<file path="config.mk">
export PLATFORM = sky130hd
export DESIGN_NAME = eg_top
export DESIGN_NICKNAME = d
export VERILOG_FILES = /design/src/verilog/eg_pkg.sv /design/src/verilog/eg_cfg_regs.sv /design/src/verilog/eg_sequencer.sv /design/src/verilog/eg_rate_step.sv /design/src/verilog/eg_level_update.sv /design/src/verilog/eg_delay_ring.sv /design/src/verilog/eg_top.sv
export SDC_FILE = /design/constraint.sdc
export NUM_CORES = 1
export LEC_CHECK = 0
export ABC_AREA = 1
export BUFFER_PORTS_ARGS = -buffer_cell sky130_fd_sc_hd__buf_2
export CAP_MARGIN = 0
export CORE_MARGIN = 4
export CORE_UTILIZATION = 45
export CTS_BUF_LIST = sky130_fd_sc_hd__clkbuf_16
export DETAILED_ROUTE_END_ITERATION = 8
export GPL_TIMING_DRIVEN = 1
export SLEW_MARGIN = 40
export SYNTH_ARGS = -nofsm -noshare
export SYNTH_HDL_FRONTEND = slang
export SYNTH_SLANG_ARGS = --single-unit
export TNS_END_PERCENT = 20
</file>
<file path="constraint.sdc">
create_clock -name clk -period 3 [get_ports clk]
set_input_delay 0.3 -clock clk [delete_from_list [all_inputs] [get_ports clk]]
set_output_delay 0.3 -clock clk [all_outputs]
set_load 0.005 [all_outputs]
</file>
<file path="src/verilog/eg_pkg.sv">
// envelope generator types and constants, referenced by every block through eg_pkg::name
package eg_pkg;

	//////////////////////////////////////////////////////////////////////
	// level and bus constants
	localparam int LEVEL_W = 10;                            // attenuation bits
	localparam logic [LEVEL_W-1:0] LEVEL_MAX = 10'd1023;    // silent, 0 is loudest

	localparam int AXIL_ADDR_W = 12;  // byte address, 4 bytes per operator
	localparam int AXIL_DATA_W = 32;
	localparam logic [1:0] RESP_OKAY   = 2'b00;
	localparam logic [1:0] RESP_SLVERR = 2'b10;

	//////////////////////////////////////////////////////////////////////
	// envelope phases
	typedef enum logic [1:0] {
		ATTACK  = 2'd0,
		DECAY1  = 2'd1,
		DECAY2  = 2'd2,
		RELEASE = 2'd3
	} eg_state_e;

	typedef logic [14:0] eg_cnt_t; // global envelope counter

	// one register word per operator, 24 bits
	typedef struct packed {
		logic [4:0] ar;    // attack rate
		logic [4:0] d1r;   // first decay rate
		logic [4:0] d2r;   // second decay (sustain) rate
		logic [3:0] rr;    // release rate, doubled+1 on use
		logic [3:0] d1l;   // sustain level, 15 = full scale
		logic       keyon;
	} op_cfg_t;

	// state that circulates per slot, 13 bits
	typedef struct packed {
		logic [LEVEL_W-1:0] level;
		eg_state_e          state;
		logic               keyon_last; // key seen on the previous visit
	} op_rec_t;

	// output stream word, 19 bits
	typedef struct packed {
		logic [7:0]         slot;
		logic [LEVEL_W-1:0] level;
		logic               valid;
	} eg_out_t;

	// idle record: released and silent
	localparam op_rec_t REC_IDLE = '{level: LEVEL_MAX, state: RELEASE, keyon_last: 1'b0};

endpackage

</file>
<file path="src/verilog/eg_cfg_regs.sv">
// AXI4-Lite register file with one config word per operator, read back by slot for the pipeline
`timescale 1ns/1ns

module eg_cfg_regs #(
	parameter int NUM_OPS = 8,
	localparam int SLOT_W = $clog2(NUM_OPS)
) (
	input  logic                               clk,
	input  logic                               rst,
	// write address + data, taken together
	input  logic                               s_axil_awvalid,
	output logic                               s_axil_awready,
	input  logic [eg_pkg::AXIL_ADDR_W-1:0]     s_axil_awaddr,
	input  logic                               s_axil_wvalid,
	output logic                               s_axil_wready,
	input  logic [eg_pkg::AXIL_DATA_W-1:0]     s_axil_wdata,
	input  logic [eg_pkg::AXIL_DATA_W/8-1:0]   s_axil_wstrb,
	output logic                               s_axil_bvalid,
	input  logic                               s_axil_bready,
	output logic [1:0]                         s_axil_bresp,
	// read channels
	input  logic                               s_axil_arvalid,
	output logic                               s_axil_arready,
	input  logic [eg_pkg::AXIL_ADDR_W-1:0]     s_axil_araddr,
	output logic                               s_axil_rvalid,
	input  logic                               s_axil_rready,
	output logic [eg_pkg::AXIL_DATA_W-1:0]     s_axil_rdata,
	output logic [1:0]                         s_axil_rresp,
	// pipeline side
	input  logic [SLOT_W-1:0]                  slot,
	output eg_pkg::op_cfg_t                    cfg
);

	localparam int IDX_W = eg_pkg::AXIL_ADDR_W - 2; // word index bits

	eg_pkg::op_cfg_t  cfg_mem [NUM_OPS];
	logic             wr_fire, rd_fire;
	logic             wr_ok, rd_ok;  // index in range
	logic [IDX_W-1:0] wr_idx, rd_idx;
	logic [23:0]      wr_word;       // merged by byte strobes

	assign wr_idx = s_axil_awaddr[eg_pkg::AXIL_ADDR_W-1:2];
	assign rd_idx = s_axil_araddr[eg_pkg::AXIL_ADDR_W-1:2];
	assign wr_ok  = wr_idx < IDX_W'(NUM_OPS);
	assign rd_ok  = rd_idx < IDX_W'(NUM_OPS);

	// aw and w accepted in the same cycle, one response outstanding at most
	assign wr_fire        = s_axil_awvalid & s_axil_wvalid & ~s_axil_bvalid;
	assign s_axil_awready = wr_fire;
	assign s_axil_wready  = wr_fire;
	assign rd_fire        = s_axil_arvalid & ~s_axil_rvalid;
	assign s_axil_arready = ~s_axil_rvalid;

	always_comb begin
		wr_word = cfg_mem[wr_idx[SLOT_W-1:0]];
		for (int b = 0; b < 3; b++) begin
			if (s_axil_wstrb[b])
				wr_word[8*b +: 8] = s_axil_wdata[8*b +: 8]; // top byte has no storage
		end
	end

	always_ff @(posedge clk) begin
		if (rst) begin
			s_axil_bvalid <= 1'b0;
			s_axil_rvalid <= 1'b0;
			for (int i = 0; i < NUM_OPS; i++)
				cfg_mem[i] <= '0; // all keys off
		end else begin
			if (wr_fire) begin
				s_axil_bvalid <= 1'b1;
				s_axil_bresp  <= wr_ok ? eg_pkg::RESP_OKAY : eg_pkg::RESP_SLVERR;
				if (wr_ok)
					cfg_mem[wr_idx[SLOT_W-1:0]] <= wr_word;
			end else if (s_axil_bready) begin
				s_axil_bvalid <= 1'b0;
			end
			if (rd_fire) begin
				s_axil_rvalid <= 1'b1;
				s_axil_rresp  <= rd_ok ? eg_pkg::RESP_OKAY : eg_pkg::RESP_SLVERR;
				s_axil_rdata  <= rd_ok ? eg_pkg::AXIL_DATA_W'(cfg_mem[rd_idx[SLOT_W-1:0]]) : '0;
			end else if (s_axil_rready) begin
				s_axil_rvalid <= 1'b0;
			end
		end
	end

	assign cfg = cfg_mem[slot]; // seen by the sequencer this cycle

	// a response only ever follows an accepted write
	a_b_after_write: assert property (@(posedge clk) disable iff (rst)
		$rose(s_axil_bvalid) |-> $past(wr_fire))
		else $error("eg_cfg_regs: bvalid without an accepted write");

endmodule

</file>
<file path="src/verilog/eg_sequencer.sv">
// slot sequencer: walks the operators, divides the envelope clock, and picks each slot's phase
`timescale 1ns/1ns

module eg_sequencer #(
	parameter int NUM_OPS = 8,
	localparam int SLOT_W = $clog2(NUM_OPS)
) (
	input  logic               clk,
	input  logic               rst,
	input  eg_pkg::op_cfg_t    cfg,      // config of the current slot
	input  eg_pkg::op_rec_t    rec_in,   // record back from the ring
	output logic [SLOT_W-1:0]  slot,
	output eg_pkg::op_rec_t    st1_rec,
	output logic [4:0]         st1_rate,
	output eg_pkg::eg_cnt_t    eg_cnt
);

	logic            last_slot;
	logic [1:0]      pass_cnt;   // counts 0..2, one tick per three passes
	logic            keyon_now, keyoff_now;
	logic            d1l_hit;
	eg_pkg::op_rec_t nxt_rec;
	logic [4:0]      nxt_rate;

	//////////////////////////////////////////////////////////////////////
	// slot counter and envelope divider
	assign last_slot = slot == SLOT_W'(NUM_OPS - 1);

	always_ff @(posedge clk) begin
		if (rst) begin
			slot     <= '0;
			pass_cnt <= '0;
			eg_cnt   <= '0;
		end else begin
			slot <= last_slot ? '0 : slot + 1'b1;
			if (last_slot) begin
				if (pass_cnt == 2'd2) begin
					pass_cnt <= '0;
					eg_cnt   <= eg_cnt + 1'b1;
				end else begin
					pass_cnt <= pass_cnt + 1'b1;
				end
			end
		end
	end

	//////////////////////////////////////////////////////////////////////
	// key edges and phase choice
	assign keyon_now  =  cfg.keyon & ~rec_in.keyon_last;
	assign keyoff_now = ~cfg.keyon &  rec_in.keyon_last;
	// d1l 15 waits for silence, otherwise compare top level bits
	assign d1l_hit = (cfg.d1l == 4'hf) ? (rec_in.level == eg_pkg::LEVEL_MAX)
	                                   : (rec_in.level[eg_pkg::LEVEL_W-1 -: 4] >= cfg.d1l);

	always_comb begin
		nxt_rec            = rec_in;
		nxt_rec.keyon_last = cfg.keyon;
		nxt_rate           = {cfg.rr, 1'b1};
		if (keyon_now) begin
			nxt_rec.state = eg_pkg::ATTACK; // restart, level kept
			nxt_rate      = cfg.ar;
		end else if (!keyoff_now) begin
			case (rec_in.state)
				eg_pkg::ATTACK: begin
					nxt_rec.state = (rec_in.level == '0) ? eg_pkg::DECAY1 : eg_pkg::ATTACK;
					nxt_rate      = (rec_in.level == '0) ? cfg.d1r : cfg.ar;
				end
				eg_pkg::DECAY1: begin
					nxt_rec.state = d1l_hit ? eg_pkg::DECAY2 : eg_pkg::DECAY1;
					nxt_rate      = d1l_hit ? cfg.d2r : cfg.d1r;
				end
				eg_pkg::DECAY2: nxt_rate = cfg.d2r;
				default:        nxt_rate = {cfg.rr, 1'b1}; // release
			endcase
		end else begin
			nxt_rec.state = eg_pkg::RELEASE; // key-off edge
		end
	end

	always_ff @(posedge clk) begin
		if (rst) begin
			st1_rec  <= eg_pkg::REC_IDLE;
			st1_rate <= '0;
		end else begin
			st1_rec  <= nxt_rec;
			st1_rate <= nxt_rate;
		end
	end

endmodule

</file>
<file path="src/verilog/eg_rate_step.sv">
// rate stage: effective rate, envelope counter tap and the step decision for one slot
`timescale 1ns/1ns

module eg_rate_step (
	input  logic            clk,
	input  logic            rst,
	input  eg_pkg::op_rec_t st1_rec,
	input  logic [4:0]      st1_rate,
	input  eg_pkg::eg_cnt_t eg_cnt,
	output eg_pkg::op_rec_t st2_rec,
	output logic [5:0]      st2_rate,
	output logic            st2_step
);

	logic [5:0]      eff;       // effective rate 0..63
	logic            attack;
	logic [3:0]      shift;     // counter bit group position
	eg_pkg::eg_cnt_t lo_mask;
	logic [2:0]      grp;       // pattern index from the counter
	logic            lo_zero;
	logic [7:0]      pattern;
	logic            step;

	always_comb begin
		eff = {st1_rate, 1'b0}; // twice the rate, 0 stays 0, tops out at 62

		// attack taps the counter one octave faster
		attack = st1_rec.state == eg_pkg::ATTACK;
		if (attack)
			shift = (eff[5:2] >= 4'd11) ? 4'd0 : 4'd11 - eff[5:2];
		else
			shift = (eff[5:2] >= 4'd12) ? 4'd0 : 4'd12 - eff[5:2];

		grp     = 3'(eg_cnt >> shift);
		lo_mask = ~({15{1'b1}} << shift);
		lo_zero = (eg_cnt & lo_mask) == '0; // only on group boundaries

		// 4..8 steps out of eight
		if (attack && eff[5:2] == 4'hf)
			pattern = 8'b11111111;          // fastest attack
		else if (!attack && eff[5:2] == 4'h0)
			pattern = 8'b11111110;          // slowest decay
		else begin
			case (eff[1:0])
				2'd0:    pattern = 8'b10101010;
				2'd1:    pattern = 8'b11101010;
				2'd2:    pattern = 8'b11101110;
				default: pattern = 8'b11111110;
			endcase
		end

		step = (eff != '0) && lo_zero && pattern[grp]; // zero rate holds
	end

	always_ff @(posedge clk) begin
		if (rst) begin
			st2_rec  <= eg_pkg::REC_IDLE;
			st2_rate <= '0;
			st2_step <= 1'b0;
		end else begin
			st2_rec  <= st1_rec;
			st2_rate <= eff;
			st2_step <= step;
		end
	end

endmodule

</file>
<file path="src/verilog/eg_level_update.sv">
// level stage: applies the attack or decay step and drives the slot output stream
`timescale 1ns/1ns

module eg_level_update #(
	parameter int NUM_OPS = 8
) (
	input  logic            clk,
	input  logic            rst,
	input  eg_pkg::op_rec_t st2_rec,
	input  logic [5:0]      st2_rate,
	input  logic            st2_step,
	output eg_pkg::op_rec_t rec_out,
	output eg_pkg::eg_out_t eg_out
);

	logic [eg_pkg::LEVEL_W-1:0] lvl, ar_dec, nxt_lvl;
	logic [eg_pkg::LEVEL_W:0]   dec_sum;   // one spare bit for saturation
	logic [3:0]                 inc;
	logic [1:0]                 warm;      // pipeline fill after reset
	logic                       out_on;

	//////////////////////////////////////////////////////////////////////
	// step arithmetic
	always_comb begin
		lvl = st2_rec.level;
		case (st2_rate[5:2])  // attack step shrinks as the level falls
			4'd13:        ar_dec = (lvl >> 3) + 1'b1;
			4'd14, 4'd15: ar_dec = (lvl >> 2) + 1'b1;
			default:      ar_dec = (lvl >> 4) + 1'b1;
		endcase
		case (st2_rate[5:2])
			4'd13:   inc = 4'd2;
			4'd14:   inc = 4'd4;
			4'd15:   inc = 4'd8;
			default: inc = 4'd1;
		endcase
		dec_sum = {1'b0, lvl} + (eg_pkg::LEVEL_W + 1)'(inc);

		nxt_lvl = lvl; // no step, hold
		if (st2_step) begin
			if (st2_rec.state == eg_pkg::ATTACK) begin
				if (st2_rate >= 6'd62)
					nxt_lvl = '0;  // instant attack
				else
					nxt_lvl = (lvl > ar_dec) ? lvl - ar_dec : '0;
			end else begin
				nxt_lvl = (dec_sum > eg_pkg::LEVEL_MAX) ? eg_pkg::LEVEL_MAX
				                                        : dec_sum[eg_pkg::LEVEL_W-1:0];
			end
		end
	end

	//////////////////////////////////////////////////////////////////////
	// record back to the ring, plus the output word
	assign out_on = warm == 2'd2;

	always_ff @(posedge clk) begin
		if (rst) begin
			warm    <= '0;
			rec_out <= eg_pkg::REC_IDLE;
			eg_out  <= '{slot: 8'd0, level: eg_pkg::LEVEL_MAX, valid: 1'b0};
		end else begin
			if (!out_on)
				warm <= warm + 1'b1;
			rec_out <= '{level: nxt_lvl, state: st2_rec.state, keyon_last: st2_rec.keyon_last};
			eg_out.level <= nxt_lvl;
			eg_out.valid <= out_on;   // slot 0 lands 3 cycles after reset
			if (!eg_out.valid || eg_out.slot == 8'(NUM_OPS - 1))
				eg_out.slot <= 8'd0;
			else
				eg_out.slot <= eg_out.slot + 1'b1;
		end
	end

	// attack only lowers the level and stops at 0
	a_attack_down: assert property (@(posedge clk) disable iff (rst)
		st2_rec.state == eg_pkg::ATTACK |=> rec_out.level <= $past(st2_rec.level))
		else $error("eg_level_update: level rose in attack");

	// only attack may bring the level down
	a_no_drop: assert property (@(posedge clk) disable iff (rst)
		st2_rec.state != eg_pkg::ATTACK |=> rec_out.level >= $past(st2_rec.level))
		else $error("eg_level_update: level fell outside attack");

endmodule

</file>
<file path="src/verilog/eg_delay_ring.sv">
// delay ring that hands each slot's record back to the sequencer on its next turn
`timescale 1ns/1ns

module eg_delay_ring #(
	parameter int NUM_OPS = 8,
	parameter type payload_t = logic [7:0],
	parameter payload_t RST_VAL = '0
) (
	input  logic     clk,
	input  logic     rst,
	input  payload_t din,
	output payload_t dout
);

	localparam int DEPTH = NUM_OPS - 3; // three stages live in the pipeline

	payload_t ring [DEPTH];

	always_ff @(posedge clk) begin
		if (rst) begin
			for (int i = 0; i < DEPTH; i++)
				ring[i] <= RST_VAL;
		end else begin
			ring[0] <= din;
			for (int i = 1; i < DEPTH; i++)
				ring[i] <= ring[i-1];
		end
	end

	assign dout = ring[DEPTH-1];

	// loop is NUM_OPS long only with at least one ring stage
	a_min_ops: assert property (@(posedge clk) NUM_OPS >= 4)
		else $error("eg_delay_ring: NUM_OPS below 4");

endmodule

</file>
<file path="src/verilog/eg_top.sv">
// envelope generator top: AXI4-Lite config, slot pipeline and feedback ring, level stream out
`timescale 1ns/1ns

module eg_top #(
	parameter int NUM_OPS = 8
) (
	input  logic                               clk,
	input  logic                               rst,
	input  logic                               s_axil_awvalid,
	output logic                               s_axil_awready,
	input  logic [eg_pkg::AXIL_ADDR_W-1:0]     s_axil_awaddr,
	input  logic                               s_axil_wvalid,
	output logic                               s_axil_wready,
	input  logic [eg_pkg::AXIL_DATA_W-1:0]     s_axil_wdata,
	input  logic [eg_pkg::AXIL_DATA_W/8-1:0]   s_axil_wstrb,
	output logic                               s_axil_bvalid,
	input  logic                               s_axil_bready,
	output logic [1:0]                         s_axil_bresp,
	input  logic                               s_axil_arvalid,
	output logic                               s_axil_arready,
	input  logic [eg_pkg::AXIL_ADDR_W-1:0]     s_axil_araddr,
	output logic                               s_axil_rvalid,
	input  logic                               s_axil_rready,
	output logic [eg_pkg::AXIL_DATA_W-1:0]     s_axil_rdata,
	output logic [1:0]                         s_axil_rresp,
	output eg_pkg::eg_out_t                    eg_out
);

	localparam int SLOT_W = $clog2(NUM_OPS);

	logic [SLOT_W-1:0] slot;
	eg_pkg::op_cfg_t   cfg;
	eg_pkg::op_rec_t   rec_ring;  // ring -> sequencer
	eg_pkg::op_rec_t   rec_loop;  // level stage -> ring
	eg_pkg::op_rec_t   st1_rec, st2_rec;
	logic [4:0]        st1_rate;
	logic [5:0]        st2_rate;
	logic              st2_step;
	eg_pkg::eg_cnt_t   eg_cnt;

	eg_cfg_regs #(.NUM_OPS(NUM_OPS)) u_regs (
		.clk, .rst,
		.s_axil_awvalid, .s_axil_awready, .s_axil_awaddr,
		.s_axil_wvalid, .s_axil_wready, .s_axil_wdata, .s_axil_wstrb,
		.s_axil_bvalid, .s_axil_bready, .s_axil_bresp,
		.s_axil_arvalid, .s_axil_arready, .s_axil_araddr,
		.s_axil_rvalid, .s_axil_rready, .s_axil_rdata, .s_axil_rresp,
		.slot, .cfg
	);

	eg_sequencer #(.NUM_OPS(NUM_OPS)) u_seq (
		.clk, .rst, .cfg, .rec_in(rec_ring), .slot, .st1_rec, .st1_rate, .eg_cnt
	);

	eg_rate_step u_rate (
		.clk, .rst, .st1_rec, .st1_rate, .eg_cnt, .st2_rec, .st2_rate, .st2_step
	);

	eg_level_update #(.NUM_OPS(NUM_OPS)) u_level (
		.clk, .rst, .st2_rec, .st2_rate, .st2_step, .rec_out(rec_loop), .eg_out
	);

	eg_delay_ring #(
		.NUM_OPS  (NUM_OPS),
		.payload_t(eg_pkg::op_rec_t),
		.RST_VAL  (eg_pkg::REC_IDLE)
	) u_ring (
		.clk, .rst, .din(rec_loop), .dout(rec_ring)
	);

endmodule

</file>
==> results.md <==
- Hold Vio Cnt, Final: 0
- Mean Syn Cell Area: between 8 and 9 µm²
- Part of the power in the clock network: 0.410
- Crit path launch type: flip-flop
- Synthesized area: roughly 0.018 mm²
- Die height: around 210 µm
- CTS tree: built
- Root Buffer: clkbuf_16
- Grt total ovfl: 0
- Int Power: about 9 mW
- DIE AREA: between 0.04 and 0.05 mm²
- Setup CP Type: reg -> reg
- Worst path max stage delay: approximately 0.33 ns
- Worst-Margin Slew: roughly 0.83 ns
- Fin crit share: 0.931
- FP Rows: between 70 and 80
- Most common cell after layout, fill and taps aside: nor2_1
- Post-Place Setup Slack: -0.0163 ns
- Synth unique cells: 54
- Detail Route Antenna Nets: 0
- Area leader, netlist: edfxtp_1
- Area of the core: 0.0397 mm²
- DR vias/cell: ~5.5
- Critical Path Slowest Stage Cell: dfxtp_1
- Synth Flop Type: edfxtp_1
- Placed Cells: 2,741
- Clk pin slew, worst setup/hold paths: ~0.06 ns
- Required @ worst endpoint: approximately 3.4 ns
- Outcome: completed
- Post-layout worst setup margin: slightly above 0.2 ns
- Yosys warns: 0
- Sw frac: 0.267
- DR DRC count: 0
- Switching Power: 3.19 mW
- VDD IR max: around 0.00042 V
- Slew Viols, Final: 0
- Synth top area cells: edfxtp_1 36%, dfxtp_1 16%, nor2_1 7.1%
- Yosys top cell area share: 0.362
- Sequential-to-total area share from yosys stat: 0.526
- Num CTS Buffers: 42
- Initial core utilization: 0.455
- Comb pwr share: 0.119
- Drt pass-1 iters: 6
- First-pass GRT wire length: just over 80,000 µm
- PwrDens: 570 mW/mm²
- Worst rel slew slack: 0.450
- Reg power frac: 0.472
- HP Class: in -> reg
- Leakage: 8.66 nW
- Crit path cell chain: ha_2 -> buf_4 -> buf_4 -> nor2_1 -> nor2_1 -> a221oi_2 -> ha_1 -> buf_4 -> nand2_1 -> nor2_1 -> a21oi_2 -> nor2_1 -> nor2_1 -> xor2_1 -> o21ai_0 -> a21oi_1 -> o21ai_0
- Synth-to-Final Area Change: 15.8%
- CTS Buffer Depth: 3
- Layout Cells excl Fill: 2,832
- Ports: around 130
- Routed vias: around 15,000
- Initial antenna violation count: 2
- Filler cell count: between 3,000 and 4,000
- GPL Wtd Cong: between 0.8 and 0.9
- Largest net degree at the start of global routing: 117
- CP Max Fanout: 3
- Tmin final: 2.79 ns
- Ant. Diodes: 0
- WL final: roughly 52,000 µm
- Gr usage total: 0.234
- Layout cells sized above 1: 0.184
- Crit. End Element: flip-flop
- Final HPWL DP: between 30,000 and 40,000 µm
- Die width: roughly 210 µm
- Final setup vio count: 0
- Most used cell, CP: nor2_1
- # nets final: roughly 2,400
- Vias in the first global route: around 15,000
- CTS H-Tree Depth: 2
- Yosys reg bits: 366
- Post-synth ARST share: 0
- Clock latency on the worst-skew pair: around 0.57 ns
- Cells after Synth: ~2,100
- TritonCTS Sinks: 366
- RSZ-0062 raised after global routing: true
- Clock skew: 0.0189 ns
- Crit path DAT: around 3.2 ns
- Max Fclk: ~0.36 GHz
- DRT iter0 DRCs: about 1,400
- Routed WL per cell: roughly 18 µm
- Max Cap Violations: 0
- DP Area: just under 0.02 mm²
- Fin area: about 0.021 mm²
- Port bufs: 103
- Most frequent cells in the layout: 335 x nor2_1, 274 x nand2_1, 226 x o21ai_0, 218 x edfxtp_1, 212 x inv_1
- Post-synth EDFFs: roughly 220
area by class of cell:
| class | count | area, µm² | share of cell area |
|---|---|---|---|
| well taps | 525 | 657 | 0.0314 |
| flip-flops and latches | 366 | 9510 | 0.454 |
| clock inverters | 35 | 248 | 0.0118 |
| clock buffers | 42 | 1050 | 0.0502 |
| multi-input cells | 1442 | 7320 | 0.349 |
| inverters | 216 | 817 | 0.0390 |
| repair buffers | 206 | 1340 | 0.0640 |
timing repair:
action / 4_1_cts / 5_1_grt
hold buffers: 7 / 0
setup endpoints to repair: 7 / 15
resized for setup: 1 / 29
setup buffers: 0 / 7
pin swaps: 0 / 6
hold endpoints to repair: 4 / 0
cloned: 0 / 0
cells by family (layout without fill, tap and decap cells):
family / after synthesis / count (layout) / synth area share
other: 1 / 10 / 0.000207
xor gates and xnor gates: 18 / 18 / 0.00872
adders and majority gates: 29 / 29 / 0.0209
AOI/OAI and AO/OA: 502 / 502 / 0.153
DFF: 366 / 366 / 0.526
buffers and inverters: 333 / 499 / 0.0771
and+or+nand+nor: 883 / 883 / 0.214
worst max-delay path, delay by kind of cell (launching register included):
| kind | cells | cell delay (ns) |
|---|---|---|
| compound gates | 5 | 0.75 |
| simple gates | 6 | 0.51 |
| fa+ha+maj | 2 | 0.48 |
| buf+inv | 3 | 0.42 |
| flops | 1 | 0.33 |
| xor+xnor | 1 | 0.15 |
synthesized netlist by cell type, types with 3 or more instances:
cell,count
a21oi_1,154
a21oi_2,4
a31oi_1,37
buf_1,7
buf_2,17
buf_4,26
buf_6,3
clkbuf_1,64
clkinv_1,3
dfxtp_1,148
edfxtp_1,218
ha_1,27
inv_1,208
inv_2,4
nand2_1,277
nand2_2,33
nand3_1,78
nand4_1,12
nor2_1,340
nor2_2,11
nor3_1,32
nor3b_1,5
nor4_1,6
o211ai_1,44
o21ai_0,231
o221ai_1,4
o22ai_1,8
or2_2,80
xnor2_1,4
xor2_1,14
state kept, by name, summed over array words and instances, names as in the netlist:
name,cells
u_rate.st2_rate,5
u_level.warm,2
u_level.eg_out,19
u_ring.ring,65
u_regs.s_axil_bvalid,1
u_regs.s_axil_rvalid,1
u_seq.st1_rate,5
u_seq.pass_cnt,2
u_regs.s_axil_rresp,1
u_seq.st1_rec,13
u_rate.st2_step,1
u_seq.slot,3
u_regs.s_axil_rdata,24
u_level.rec_out,3
u_seq.eg_cnt,15
u_regs.s_axil_bresp,1
u_rate.st2_rec,13
u_regs.cfg_mem,192
final timing paths:
path                       from                 to  slack, ns  cells after the start
max           u_rate.st2_rec[7]  u_level.eg_out[8]       0.21                     17
min                         rst    u_seq.eg_cnt[4]       0.07                      2
max reg2reg   u_rate.st2_rec[7]  u_level.eg_out[8]       0.21                     17
min reg2reg  u_level.rec_out[0]  u_ring.ring[0][0]       0.40                      2
stage by stage:
| stage | power, mW | setup TNS (ns) | hold WS (ns) | util |
|---|---|---|---|---|
| floorplan | 6.69 | 0 | 0.388 | - |
| global placement | 7.09 | 0 | 0.389 | 0.489 |
| detailed placement | 7.13 | -0.0431 | 0.393 | 0.489 |
| CTS | 12.0 | 0 | 0.0447 | 0.523 |
| global route | 12.4 | -0.0270 | 0.0719 | 0.527 |
| finish | 11.9 | 0 | 0.0717 | 0.527 |
power by group through the flow:
stage / sequential, mW / clock [mW] / combinational [mW]
3_3_place_gp: 5.73 / 0 / 1.36
5_1_grt: 5.66 / 5.18 / 1.58
3_5_place_dp: 5.74 / 0 / 1.39
4_1_cts: 5.63 / 5.00 / 1.40
6_report: 5.63 / 4.90 / 1.42
2_1_floorplan: 5.66 / 0 / 1.03
per-layer routing:
metal  vias up  part of all wire  global-route usage
met5         -           0.00040                   0
met4         4             0.027              0.0734
met3       106             0.064              0.0330
met2       544              0.48               0.396
met1      7353              0.43               0.312
li1       7443                 -                   -
Power figures use the tool's default switching activity.
